--- src/hdl/pipe_pkg.sv ---
package pipe_pkg;

    localparam int xlen       = 32;
    localparam int reg_addr_w = 5;

    typedef logic [reg_addr_w-1:0] reg_idx_t;
    typedef logic [xlen-1:0]       word_t;

    localparam word_t reset_pc = 32'h0000_0000;  // First fetch address

    // Primary opcodes, instr[31:26]
    localparam logic [5:0] op_rtype = 6'h00;
    localparam logic [5:0] op_j     = 6'h02;
    localparam logic [5:0] op_beq   = 6'h04;
    localparam logic [5:0] op_addi  = 6'h08;

    // R-type funct, instr[5:0]
    localparam logic [5:0] fn_add = 6'h20;
    localparam logic [5:0] fn_sub = 6'h22;
    localparam logic [5:0] fn_and = 6'h24;
    localparam logic [5:0] fn_or  = 6'h25;

    typedef enum logic [2:0] {
        alu_add    = 3'd0,
        alu_sub    = 3'd1,
        alu_and    = 3'd2,
        alu_or     = 3'd3,
        alu_pass_b = 3'd4  // Jump target passthrough
    } alu_op_t;

    // Decode to execute
    typedef struct packed {
        word_t    pc;
        word_t    rs_val;
        word_t    rt_val;
        word_t    imm;      // Sign extended, or full jump target for j
        alu_op_t  alu_op;
        logic     use_imm;  // Operand b from imm instead of rt
        logic     branch;   // beq
        logic     jump;     // j
        reg_idx_t rd;       // Zero for non-writers
        logic     we;
    } id_ex_t;

    // Execute to MEM
    typedef struct packed {
        reg_idx_t rd;
        logic     we;
        word_t    result;
    } ex_mem_t;

    // MEM to writeback, same layout
    typedef struct packed {
        reg_idx_t rd;
        logic     we;
        word_t    result;
    } mem_wb_t;

endpackage

--- src/hdl/fetch_if.sv ---
`timescale 1ns/1ps

// Fetch to decode handoff
interface fetch_if import pipe_pkg::*; ();

    logic  valid;  // Word offered
    word_t instr;
    word_t pc;     // Address of instr
    logic  hold;   // Decode cannot take the word this cycle
    logic  flush;  // Offered word is on the wrong path

    // Transfer on valid && !hold
    modport fetch (
        output valid, instr, pc,
        input  hold, flush
    );

    modport decode (
        input  valid, instr, pc,
        output hold, flush
    );

endinterface

--- src/hdl/pipe_reg.sv ---
`timescale 1ns/1ps

module pipe_reg #(
    parameter type payload_t = logic [31:0]
) (
    input  logic     clk,
    input  logic     rst,
    input  logic     in_valid,
    input  payload_t in_data,
    input  logic     hold,      // Keep contents
    input  logic     flush,     // Drop contents, valid only
    output logic     out_valid,
    output payload_t out_data
);

    always_ff @(posedge clk) begin
        if (rst) begin
            out_valid <= 1'b0;
        end else if (flush) begin
            out_valid <= 1'b0;  // Bubble
        end else if (!hold) begin
            out_valid <= in_valid;
        end
    end

    // Payload follows valid, no reset
    always_ff @(posedge clk) begin
        if (!hold) begin
            out_data <= in_data;
        end
    end

    // Stage control never asks for both
    a_hold_flush: assert property (@(posedge clk) disable iff (rst)
        !(hold && flush));

endmodule

--- src/hdl/fetch_stage.sv ---
`timescale 1ns/1ps

module fetch_stage import pipe_pkg::*; (
    input  logic   clk,
    input  logic   rst,
    output logic   ibus_cyc,
    output logic   ibus_stb,
    output word_t  ibus_adr,
    input  word_t  ibus_dat_r,
    input  logic   ibus_ack,
    fetch_if.fetch fq,
    input  logic   pc_update,   // Redirect from execute
    input  word_t  target_pc,
    input  logic   pc_hazard    // Branch in flight, no new requests
);

    word_t pc;          // Next address to request
    word_t req_adr;     // Address of the request on the bus
    logic  busy;        // Request outstanding
    logic  drop;        // Outstanding response is stale
    logic  buf_valid;
    word_t buf_instr;
    word_t buf_pc;
    logic  take;
    logic  start;
    logic  resp_ok;

    assign take = buf_valid && !fq.hold;

    // One request at a time, only into an empty or draining buffer
    assign start = !busy && !pc_hazard && !pc_update && (!buf_valid || take);

    // Keep the returned word unless it is on a dead path
    assign resp_ok = busy && ibus_ack && !drop && !pc_update && !fq.flush;

    assign ibus_cyc = busy;
    assign ibus_stb = busy;
    assign ibus_adr = req_adr;

    always_ff @(posedge clk) begin
        if (rst) begin
            busy <= 1'b0;
            drop <= 1'b0;
            pc   <= reset_pc;
        end else begin
            if (start) begin
                busy <= 1'b1;
            end else if (busy && ibus_ack) begin
                busy <= 1'b0;  // Idle one cycle after ack
            end
            if (busy && ibus_ack) begin
                drop <= 1'b0;
            end else if (busy && pc_update) begin
                drop <= 1'b1;  // Redirect while waiting
            end
            if (pc_update) begin
                pc <= target_pc;
            end else if (start) begin
                pc <= pc + xlen'(4);
            end
        end
    end

    always_ff @(posedge clk) begin
        if (start) begin
            req_adr <= pc;
        end
    end

    // Single-word buffer toward decode
    always_ff @(posedge clk) begin
        if (rst) begin
            buf_valid <= 1'b0;
        end else if (fq.flush) begin
            buf_valid <= 1'b0;
        end else if (resp_ok) begin
            buf_valid <= 1'b1;
        end else if (take) begin
            buf_valid <= 1'b0;
        end
    end

    always_ff @(posedge clk) begin
        if (resp_ok) begin
            buf_instr <= ibus_dat_r;
            buf_pc    <= req_adr;
        end
    end

    assign fq.valid = buf_valid;
    assign fq.instr = buf_instr;
    assign fq.pc    = buf_pc;

    // Slave answers only an open strobe
    a_ack_in_cycle: assert property (@(posedge clk) disable iff (rst)
        ibus_ack |-> ibus_cyc && ibus_stb);

    // Slave sees a fixed address until it acks
    a_adr_stable: assert property (@(posedge clk) disable iff (rst)
        ibus_stb && !ibus_ack |=> $stable(ibus_adr));

endmodule

--- src/hdl/hazard_unit.sv ---
`timescale 1ns/1ps

module hazard_unit import pipe_pkg::*; (
    input  logic     clk,
    input  logic     rst,
    input  reg_idx_t if_id_rs,    // Zero when not read
    input  reg_idx_t if_id_rt,
    input  reg_idx_t id_ex_rd,
    input  reg_idx_t ex_mem_rd,
    input  reg_idx_t mem_wb_rd,
    input  logic     id_ex_we,
    input  logic     ex_mem_we,
    input  logic     mem_wb_we,
    input  logic     jump_dec,    // j leaving decode
    input  logic     branch_dec,  // beq leaving decode
    input  logic     pc_update,   // Execute resolved the redirect
    output logic     data_hazard,
    output logic     pc_hazard
);

    logic hit_id_ex;
    logic hit_ex_mem;
    logic hit_mem_wb;

    // Source matches a pending write, r0 never pending
    function automatic logic src_hit(reg_idx_t src, reg_idx_t dst, logic we);
        return we && (dst != '0) && (src == dst);
    endfunction

    // No forwarding, so any pending write stalls decode
    assign hit_id_ex  = src_hit(if_id_rs, id_ex_rd, id_ex_we) ||
                        src_hit(if_id_rt, id_ex_rd, id_ex_we);
    assign hit_ex_mem = src_hit(if_id_rs, ex_mem_rd, ex_mem_we) ||
                        src_hit(if_id_rt, ex_mem_rd, ex_mem_we);
    assign hit_mem_wb = src_hit(if_id_rs, mem_wb_rd, mem_wb_we) ||
                        src_hit(if_id_rt, mem_wb_rd, mem_wb_we);

    assign data_hazard = hit_id_ex || hit_ex_mem || hit_mem_wb;

    // Control hazard flag, clear wins
    always_ff @(posedge clk) begin
        if (rst) begin
            pc_hazard <= 1'b0;
        end else if (pc_update) begin
            pc_hazard <= 1'b0;
        end else if (jump_dec || branch_dec) begin
            pc_hazard <= 1'b1;
        end
    end

    // Decode must not release a second jump or branch while one resolves
    a_no_set_on_update: assert property (@(posedge clk) disable iff (rst)
        pc_update |-> !(jump_dec || branch_dec));

endmodule

--- src/hdl/decode_stage.sv ---
`timescale 1ns/1ps

module decode_stage import pipe_pkg::*; (
    input  logic     clk,
    input  logic     rst,
    fetch_if.decode  fq,
    input  logic     data_hazard,
    input  logic     pc_hazard,
    output reg_idx_t rs,          // Sources for the hazard check
    output reg_idx_t rt,
    output logic     jump_dec,
    output logic     branch_dec,
    output logic     ex_valid,
    output id_ex_t   ex_data,
    input  logic     wb_we,
    input  reg_idx_t wb_waddr,
    input  word_t    wb_wdata
);

    logic       if_id_valid;
    word_t      if_id_instr;
    word_t      if_id_pc;
    logic [5:0] opcode;
    logic [5:0] funct;
    reg_idx_t   f_rs;
    reg_idx_t   f_rt;
    reg_idx_t   f_rd;
    logic       reads_rs;
    logic       reads_rt;
    logic       is_ctrl;
    logic       leave;        // IF/ID moves to ID/EX this edge
    logic       accept;       // IF/ID can take the offered word
    word_t      pc_plus4;
    word_t      regs [0:31];

    function automatic word_t rf_read(reg_idx_t a);
        return (a == '0) ? '0 : regs[a];
    endfunction

    assign opcode   = if_id_instr[31:26];
    assign f_rs     = if_id_instr[25:21];
    assign f_rt     = if_id_instr[20:16];
    assign f_rd     = if_id_instr[15:11];
    assign funct    = if_id_instr[5:0];
    assign pc_plus4 = if_id_pc + xlen'(4);

    assign reads_rs = (opcode == op_rtype) || (opcode == op_addi) || (opcode == op_beq);
    assign reads_rt = (opcode == op_rtype) || (opcode == op_beq);  // addi rt is a dest
    assign is_ctrl  = (opcode == op_j) || (opcode == op_beq);

    assign rs = (if_id_valid && reads_rs) ? f_rs : '0;
    assign rt = (if_id_valid && reads_rt) ? f_rt : '0;

    assign leave      = if_id_valid && !data_hazard;
    assign ex_valid   = leave;              // Bubble while stalled
    assign jump_dec   = leave && (opcode == op_j);
    assign branch_dec = leave && (opcode == op_beq);

    // Nothing behind a jump or branch until it resolves
    assign accept   = !pc_hazard && (!if_id_valid || (leave && !is_ctrl));
    assign fq.hold  = !accept;
    assign fq.flush = pc_hazard;  // Offered word is past the branch

    always_ff @(posedge clk) begin
        if (rst) begin
            if_id_valid <= 1'b0;
        end else if (pc_hazard) begin
            if_id_valid <= 1'b0;
        end else if (accept && fq.valid) begin
            if_id_valid <= 1'b1;
        end else if (leave) begin
            if_id_valid <= 1'b0;
        end
    end

    always_ff @(posedge clk) begin
        if (accept && fq.valid) begin
            if_id_instr <= fq.instr;
            if_id_pc    <= fq.pc;
        end
    end

    // Register file, written from WB, r0 stays zero on read
    always_ff @(posedge clk) begin
        if (wb_we && wb_waddr != '0) begin
            regs[wb_waddr] <= wb_wdata;
        end
    end

    always_comb begin
        ex_data        = '0;
        ex_data.pc     = if_id_pc;
        ex_data.rs_val = rf_read(f_rs);
        ex_data.rt_val = rf_read(f_rt);
        ex_data.imm    = {{16{if_id_instr[15]}}, if_id_instr[15:0]};
        case (opcode)
            op_rtype: begin
                ex_data.rd = f_rd;
                ex_data.we = 1'b1;
                case (funct)
                    fn_add: ex_data.alu_op = alu_add;
                    fn_sub: ex_data.alu_op = alu_sub;
                    fn_and: ex_data.alu_op = alu_and;
                    fn_or:  ex_data.alu_op = alu_or;
                    default: begin  // Unknown funct runs as a nop
                        ex_data.rd = '0;
                        ex_data.we = 1'b0;
                    end
                endcase
            end
            op_addi: begin
                ex_data.alu_op  = alu_add;
                ex_data.use_imm = 1'b1;
                ex_data.rd      = f_rt;
                ex_data.we      = 1'b1;
            end
            op_beq: begin
                ex_data.alu_op = alu_sub;  // Equal when difference is zero
                ex_data.branch = 1'b1;
            end
            op_j: begin
                ex_data.alu_op  = alu_pass_b;
                ex_data.use_imm = 1'b1;
                ex_data.jump    = 1'b1;
                ex_data.imm     = {pc_plus4[31:28], if_id_instr[25:0], 2'b00};
            end
            default: ;
        endcase
    end

endmodule

--- src/hdl/execute_stage.sv ---
`timescale 1ns/1ps

module execute_stage import pipe_pkg::*; (
    input  logic    clk,
    input  logic    rst,
    input  logic    in_valid,
    input  id_ex_t  in_data,
    output logic    out_valid,   // Instruction leaving EX
    output ex_mem_t out_data,
    output logic    pc_update,
    output word_t   target_pc
);

    word_t op_b;
    word_t result;
    word_t pc_plus4;
    word_t br_target;
    logic  taken;

    assign op_b = in_data.use_imm ? in_data.imm : in_data.rt_val;

    always_comb begin
        case (in_data.alu_op)
            alu_add:    result = in_data.rs_val + op_b;
            alu_sub:    result = in_data.rs_val - op_b;
            alu_and:    result = in_data.rs_val & op_b;
            alu_or:     result = in_data.rs_val | op_b;
            alu_pass_b: result = op_b;
            default:    result = '0;
        endcase
    end

    // Branch resolution
    assign pc_plus4  = in_data.pc + xlen'(4);
    assign br_target = pc_plus4 + {in_data.imm[xlen-3:0], 2'b00};
    assign taken     = in_data.branch && (result == '0);

    assign pc_update = in_valid && (in_data.branch || in_data.jump);
    assign target_pc = in_data.jump ? in_data.imm :
                       taken        ? br_target : pc_plus4;

    assign out_valid = in_valid;

    assign out_data.rd     = in_data.rd;
    assign out_data.we     = in_data.we && !in_data.branch && !in_data.jump;  // beq and j never write
    assign out_data.result = result;

    // One redirect per jump, decode sends nothing behind it
    a_update_pulse: assert property (@(posedge clk) disable iff (rst)
        pc_update |=> !pc_update);

endmodule

--- src/hdl/pipe_core.sv ---
`timescale 1ns/1ps

module pipe_core import pipe_pkg::*; (
    input  logic     clk,
    input  logic     rst,
    output logic     ibus_cyc,
    output logic     ibus_stb,
    output word_t    ibus_adr,
    input  word_t    ibus_dat_r,
    input  logic     ibus_ack,
    output logic     rf_we,     // Register write as it retires
    output reg_idx_t rf_waddr,
    output word_t    rf_wdata
);

    fetch_if fq ();

    logic     pc_update;
    word_t    target_pc;
    logic     pc_hazard;
    logic     data_hazard;
    reg_idx_t rs;
    reg_idx_t rt;
    logic     jump_dec;
    logic     branch_dec;
    logic     dec_valid;
    id_ex_t   dec_data;
    logic     id_ex_valid;
    id_ex_t   id_ex_data;
    logic     exe_valid;
    ex_mem_t  exe_data;
    logic     ex_mem_valid;
    ex_mem_t  ex_mem_data;
    logic     mem_wb_valid;
    mem_wb_t  mem_wb_data;
    logic     id_ex_we;       // Pending writes per stage
    logic     ex_mem_we;
    logic     mem_wb_we;

    assign id_ex_we  = id_ex_valid && id_ex_data.we;
    assign ex_mem_we = ex_mem_valid && ex_mem_data.we;
    assign mem_wb_we = mem_wb_valid && mem_wb_data.we;

    assign rf_we    = mem_wb_we;
    assign rf_waddr = mem_wb_data.rd;
    assign rf_wdata = mem_wb_data.result;

    fetch_stage u_fetch (
        .clk(clk), .rst(rst),
        .ibus_cyc(ibus_cyc), .ibus_stb(ibus_stb), .ibus_adr(ibus_adr),
        .ibus_dat_r(ibus_dat_r), .ibus_ack(ibus_ack),
        .fq(fq.fetch),
        .pc_update(pc_update), .target_pc(target_pc), .pc_hazard(pc_hazard)
    );

    decode_stage u_decode (
        .clk(clk), .rst(rst), .fq(fq.decode),
        .data_hazard(data_hazard), .pc_hazard(pc_hazard),
        .rs(rs), .rt(rt), .jump_dec(jump_dec), .branch_dec(branch_dec),
        .ex_valid(dec_valid), .ex_data(dec_data),
        .wb_we(mem_wb_we), .wb_waddr(mem_wb_data.rd), .wb_wdata(mem_wb_data.result)
    );

    hazard_unit u_hazard (
        .clk(clk), .rst(rst),
        .if_id_rs(rs), .if_id_rt(rt),
        .id_ex_rd(id_ex_data.rd), .ex_mem_rd(ex_mem_data.rd), .mem_wb_rd(mem_wb_data.rd),
        .id_ex_we(id_ex_we), .ex_mem_we(ex_mem_we), .mem_wb_we(mem_wb_we),
        .jump_dec(jump_dec), .branch_dec(branch_dec), .pc_update(pc_update),
        .data_hazard(data_hazard), .pc_hazard(pc_hazard)
    );

    // EX, MEM and WB never stall
    pipe_reg #(.payload_t(id_ex_t)) u_id_ex (
        .clk(clk), .rst(rst), .in_valid(dec_valid), .in_data(dec_data),
        .hold(1'b0), .flush(1'b0), .out_valid(id_ex_valid), .out_data(id_ex_data)
    );

    execute_stage u_execute (
        .clk(clk), .rst(rst), .in_valid(id_ex_valid), .in_data(id_ex_data),
        .out_valid(exe_valid), .out_data(exe_data),
        .pc_update(pc_update), .target_pc(target_pc)
    );

    pipe_reg #(.payload_t(ex_mem_t)) u_ex_mem (
        .clk(clk), .rst(rst), .in_valid(exe_valid), .in_data(exe_data),
        .hold(1'b0), .flush(1'b0), .out_valid(ex_mem_valid), .out_data(ex_mem_data)
    );

    // MEM slot only delays the result
    pipe_reg #(.payload_t(mem_wb_t)) u_mem_wb (
        .clk(clk), .rst(rst), .in_valid(ex_mem_valid), .in_data(ex_mem_data),
        .hold(1'b0), .flush(1'b0), .out_valid(mem_wb_valid), .out_data(mem_wb_data)
    );

endmodule

--- config.mk ---
export PLATFORM = sky130hd
export DESIGN_NAME = pipe_core
export DESIGN_NICKNAME = d
export VERILOG_FILES = /design/src/hdl/pipe_pkg.sv /design/src/hdl/fetch_if.sv /design/src/hdl/pipe_reg.sv /design/src/hdl/fetch_stage.sv /design/src/hdl/hazard_unit.sv /design/src/hdl/decode_stage.sv /design/src/hdl/execute_stage.sv /design/src/hdl/pipe_core.sv
export SDC_FILE = /design/constraint.sdc
export NUM_CORES = 2
export LEC_CHECK = 0
export BUFFER_PORTS_ARGS = -buffer_cell sky130_fd_sc_hd__buf_2
export CAP_MARGIN = 40
export CORE_UTILIZATION = 50
export DETAILED_ROUTE_END_ITERATION = 8
export PLACE_DENSITY = 0.66
export SLEW_MARGIN = 20
export SYNTH_ARGS = -nofsm -noshare
export SYNTH_HDL_FRONTEND = slang
export SYNTH_HIERARCHICAL = 1
export SYNTH_SLANG_ARGS = --single-unit
--- constraint.sdc ---
create_clock -name clk -period 14 [get_ports clk]
set_input_delay 2.1 -clock clk [delete_from_list [all_inputs] [get_ports clk]]
set_output_delay 2.1 -clock clk [all_outputs]
set_load 0.03 [all_outputs]
==> flow_metrics.tcl <==
set metrics [dict create \
    syn_area_um2 69300 \
    cp-endpoint "u_fetch/pc[24]$_SDFFE_PP0P_" \
    rows 136 \
    fin_crit_ps 6910 \
    p_total_mw 9.90 \
    hold_viol 0 \
    fill_cells 10500 \
    ios 107 \
    reg2reg_depth 25 \
    die-area_um2 140000 \
    start_kind "register" \
    synth_top_area_cell "edfxtp_1" \
    worst_path_most_repeated_cell "o21ai_0" \
    ys_types 95 \
    drive_above_1_share_pct 25.0 \
    r2r_end "u_fetch/pc[24]$_SDFFE_PP0P_" \
    startpoint "u_id_ex/out_data[8]$_DFFE_PN_" \
    drc 0 \
    io_buffer_count 106 \
    grt_use_met1_pct 40.2 \
    clkSinkCount 1450 \
    cts_setup_buffers 0 \
    clk_latency_ps 810 \
    grt_pass1_vias 41300 \
    core-area_um2 137000 \
    crit_path_top_delay_cell "or4b_1" \
    vias 42400 \
    worst_slew_pin_slew_ps 951 \
    holdBufCountCts 0 \
    path_buf_inv 3 \
    start_util_pct 50.4 \
    max_freq_ghz 0.145 \
    syn_area_per_cell_um2 16.3 \
    grt_pass1_wl_mm 293 \
    cts_tree "done" \
    synth.most_common_cell "edfxtp_1" \
    powerDensity_nw_per_um2 128 \
    nets 4538 \
    placed_cell_area_um2 72400 \
    cts_resized 0 \
    arrival_ps 7610 \
    yosys.area.top_type_share_pct 60.7 \
    dr.pass1.iters 6 \
    outcome "finished clean" \
    ys_seq_area_share_pct 62.1 \
    critical_path_required_ps 14700 \
    wl_per_cell_um 32.2 \
    final_antenna_net_count 0 \
    finalMaxSlewViolations 0 \
    synthFlopType "edfxtp_1" \
    p_leak_nw 25.4 \
    htree_num_levels 4 \
    synth_top_cells_by_count "edfxtp_1, mux4_2, nor2_1, nand2_1, mux2i_1" \
    max-clock-path-buffers 3 \
    antenna_found_initial 3 \
    grt_max_degree 141 \
    slew_headroom_pct 35.0 \
    design_area_um2 77400 \
    path_max_fanout 56 \
    critPathCaptureType "register" \
    clockRootBuffer "clkbuf_16" \
    rr_startpoint "u_id_ex/out_data[8]$_DFFE_PN_" \
    skew_ps 48.2 \
    grt_overflow_total 0 \
    via_per_inst 6.67 \
    busiest_layer "met2" \
    period_share_pct 49.3 \
    yosys_warnings 6 \
    track_usage_pct 29.2 \
    synth_area_leaders "edfxtp_1, mux4_2, mux2i_1" \
    drt_iter0_drc 5032 \
    routed_wl_mm 205 \
    cts.reportedPaths.clkPinSlew_ps 60 \
    max_stage_delay_ps 620 \
    finalSetupViolations 0 \
    crit_type "register to register" \
    hp-class "register to register" \
    setup_tns_ps 0 \
    use_met3_pct 5.57 \
    synthArstFlopShare_pct 0 \
    numCtsBuffers 153 \
    synth_seq_cells 1450 \
    dp_hpwl_mm 127 \
    die_height_um 374 \
    ir_drop_v 0.000101 \
    place_congestion 0.975 \
    grt_setup_unrepaired "no" \
    dieWidth_um 374 \
    rrSetupSlack_ps 7090 \
    maxCapViolCount 0 \
    crit_family "simple AND/OR/NAND/NOR gates" \
    synthCells 4251 \
    globalRouteMet2Util_pct 45.6 \
    crit_cells 25 \
    area_growth_pct 11.7 \
    synth_edf_count 1400 \
]
-- logic make-up (layout without fill, tap and decap cells) --
logic type / Yosys count / count (layout) / synth area share [%]
other: 2 / 44 / 0.0108
muxes: 700 / 700 / 19.3
xor gates and xnor gates: 154 / 154 / 1.95
AOI/OAI and AO/OA: 622 / 622 / 6.14
and+or+nand+nor: 906 / 906 / 6.60
adders and majority gates: 91 / 91 / 1.58
DFF: 1450 / 1450 / 62.1
buffers and inverters: 326 / 596 / 2.29
-- worst min path at each step --
stage | start | to | slack [ps] | cells after the start
floorplan | u_fetch/fq.instr[0]$_DFFE_PP_ | u_decode/if_id_instr[0]$_DFFE_PP_ | 400 | 0
global placement | u_ex_mem/out_data[25]$_DFFE_PN_ | u_mem_wb/out_data[25]$_DFFE_PN_ | 400 | 0
detailed placement | u_fetch/fq.instr[11]$_DFFE_PP_ | u_decode/if_id_instr[11]$_DFFE_PP_ | 400 | 0
CTS | u_fetch/fq.pc[26]$_DFFE_PP_ | u_decode/if_id_pc[26]$_DFFE_PP_ | 400 | 0
global route | u_fetch/fq.pc[26]$_DFFE_PP_ | u_decode/if_id_pc[26]$_DFFE_PP_ | 410 | 0
finish | u_fetch/fq.pc[26]$_DFFE_PP_ | u_decode/if_id_pc[26]$_DFFE_PP_ | 400 | 0
-- cells in the final DEF, fill, tap and decap left out, types with 52 or more instances in the layout --
cell / Yosys / final
a211oi_1: 62 / 62
a21oi_1: 116 / 116
buf_2: 73 / 110
buf_4: 48 / 125
clkbuf_16: 0 / 156
edfxtp_1: 1400 / 1400
ha_1: 65 / 65
mux2_2: 59 / 59
mux2i_1: 132 / 132
mux4_2: 501 / 501
nand2_1: 212 / 212
nand2b_1: 52 / 52
nand3_1: 102 / 102
nor2_1: 228 / 197
nor3_1: 65 / 64
o21ai_0: 78 / 78
xnor2_1: 94 / 94
xor2_1: 60 / 60
-- flip-flops by register name, summed over array words and instances (netlist names), 38 cells and up, named ones only --
name	flops
u_decode/regs	1024
u_id_ex/out_data	140
u_ex_mem/out_data	38
u_mem_wb/out_data	38
-- power breakdown --
group / internal (mW) / leakage, nW / switching [mW]
sequential: 4.90 / 13.3 / 0.0933
combinational: 0.364 / 9.81 / 0.638
clock: 2.20 / 2.33 / 1.69
total: 7.47 / 25.4 / 2.43
-- stage by stage --
stage / worst slack (ps) / instances / hold WS (ps) / util, %
final: 7090 / 6357 / 398 / 56.3
after global routing: 6720 / 6354 / 414 / 56.3
after CTS: 7270 / 6345 / 400 / 56.2
after detailed placement: 7280 / 6066 / 405 / 52.7
after global placement: 7180 / 6043 / 401 / 52.5
after floorplan: 5070 / 4290 / 400 / -
-- area by class of cell --
type / count / area [um2] / area share [%]
antenna: 3 / 7.51 / 0.00970
tap: 1794 / 2240 / 2.90
timing repair buffer: 262 / 1950 / 2.52
clock inverter: 91 / 761 / 0.983
inverter: 55 / 206 / 0.267
multi-input combinational: 2514 / 25100 / 32.5
sequential: 1450 / 43100 / 55.7
clock buffer: 188 / 4020 / 5.20
-- layer usage --
metal / vias up / share of wire, %
li1: 17700 / -
met1: 22100 / 40
met2: 2205 / 47
met3: 394 / 8.7
met4: 2 / 4.5
met5: - / 0.0083
Power figures use the tool's default switching activity.
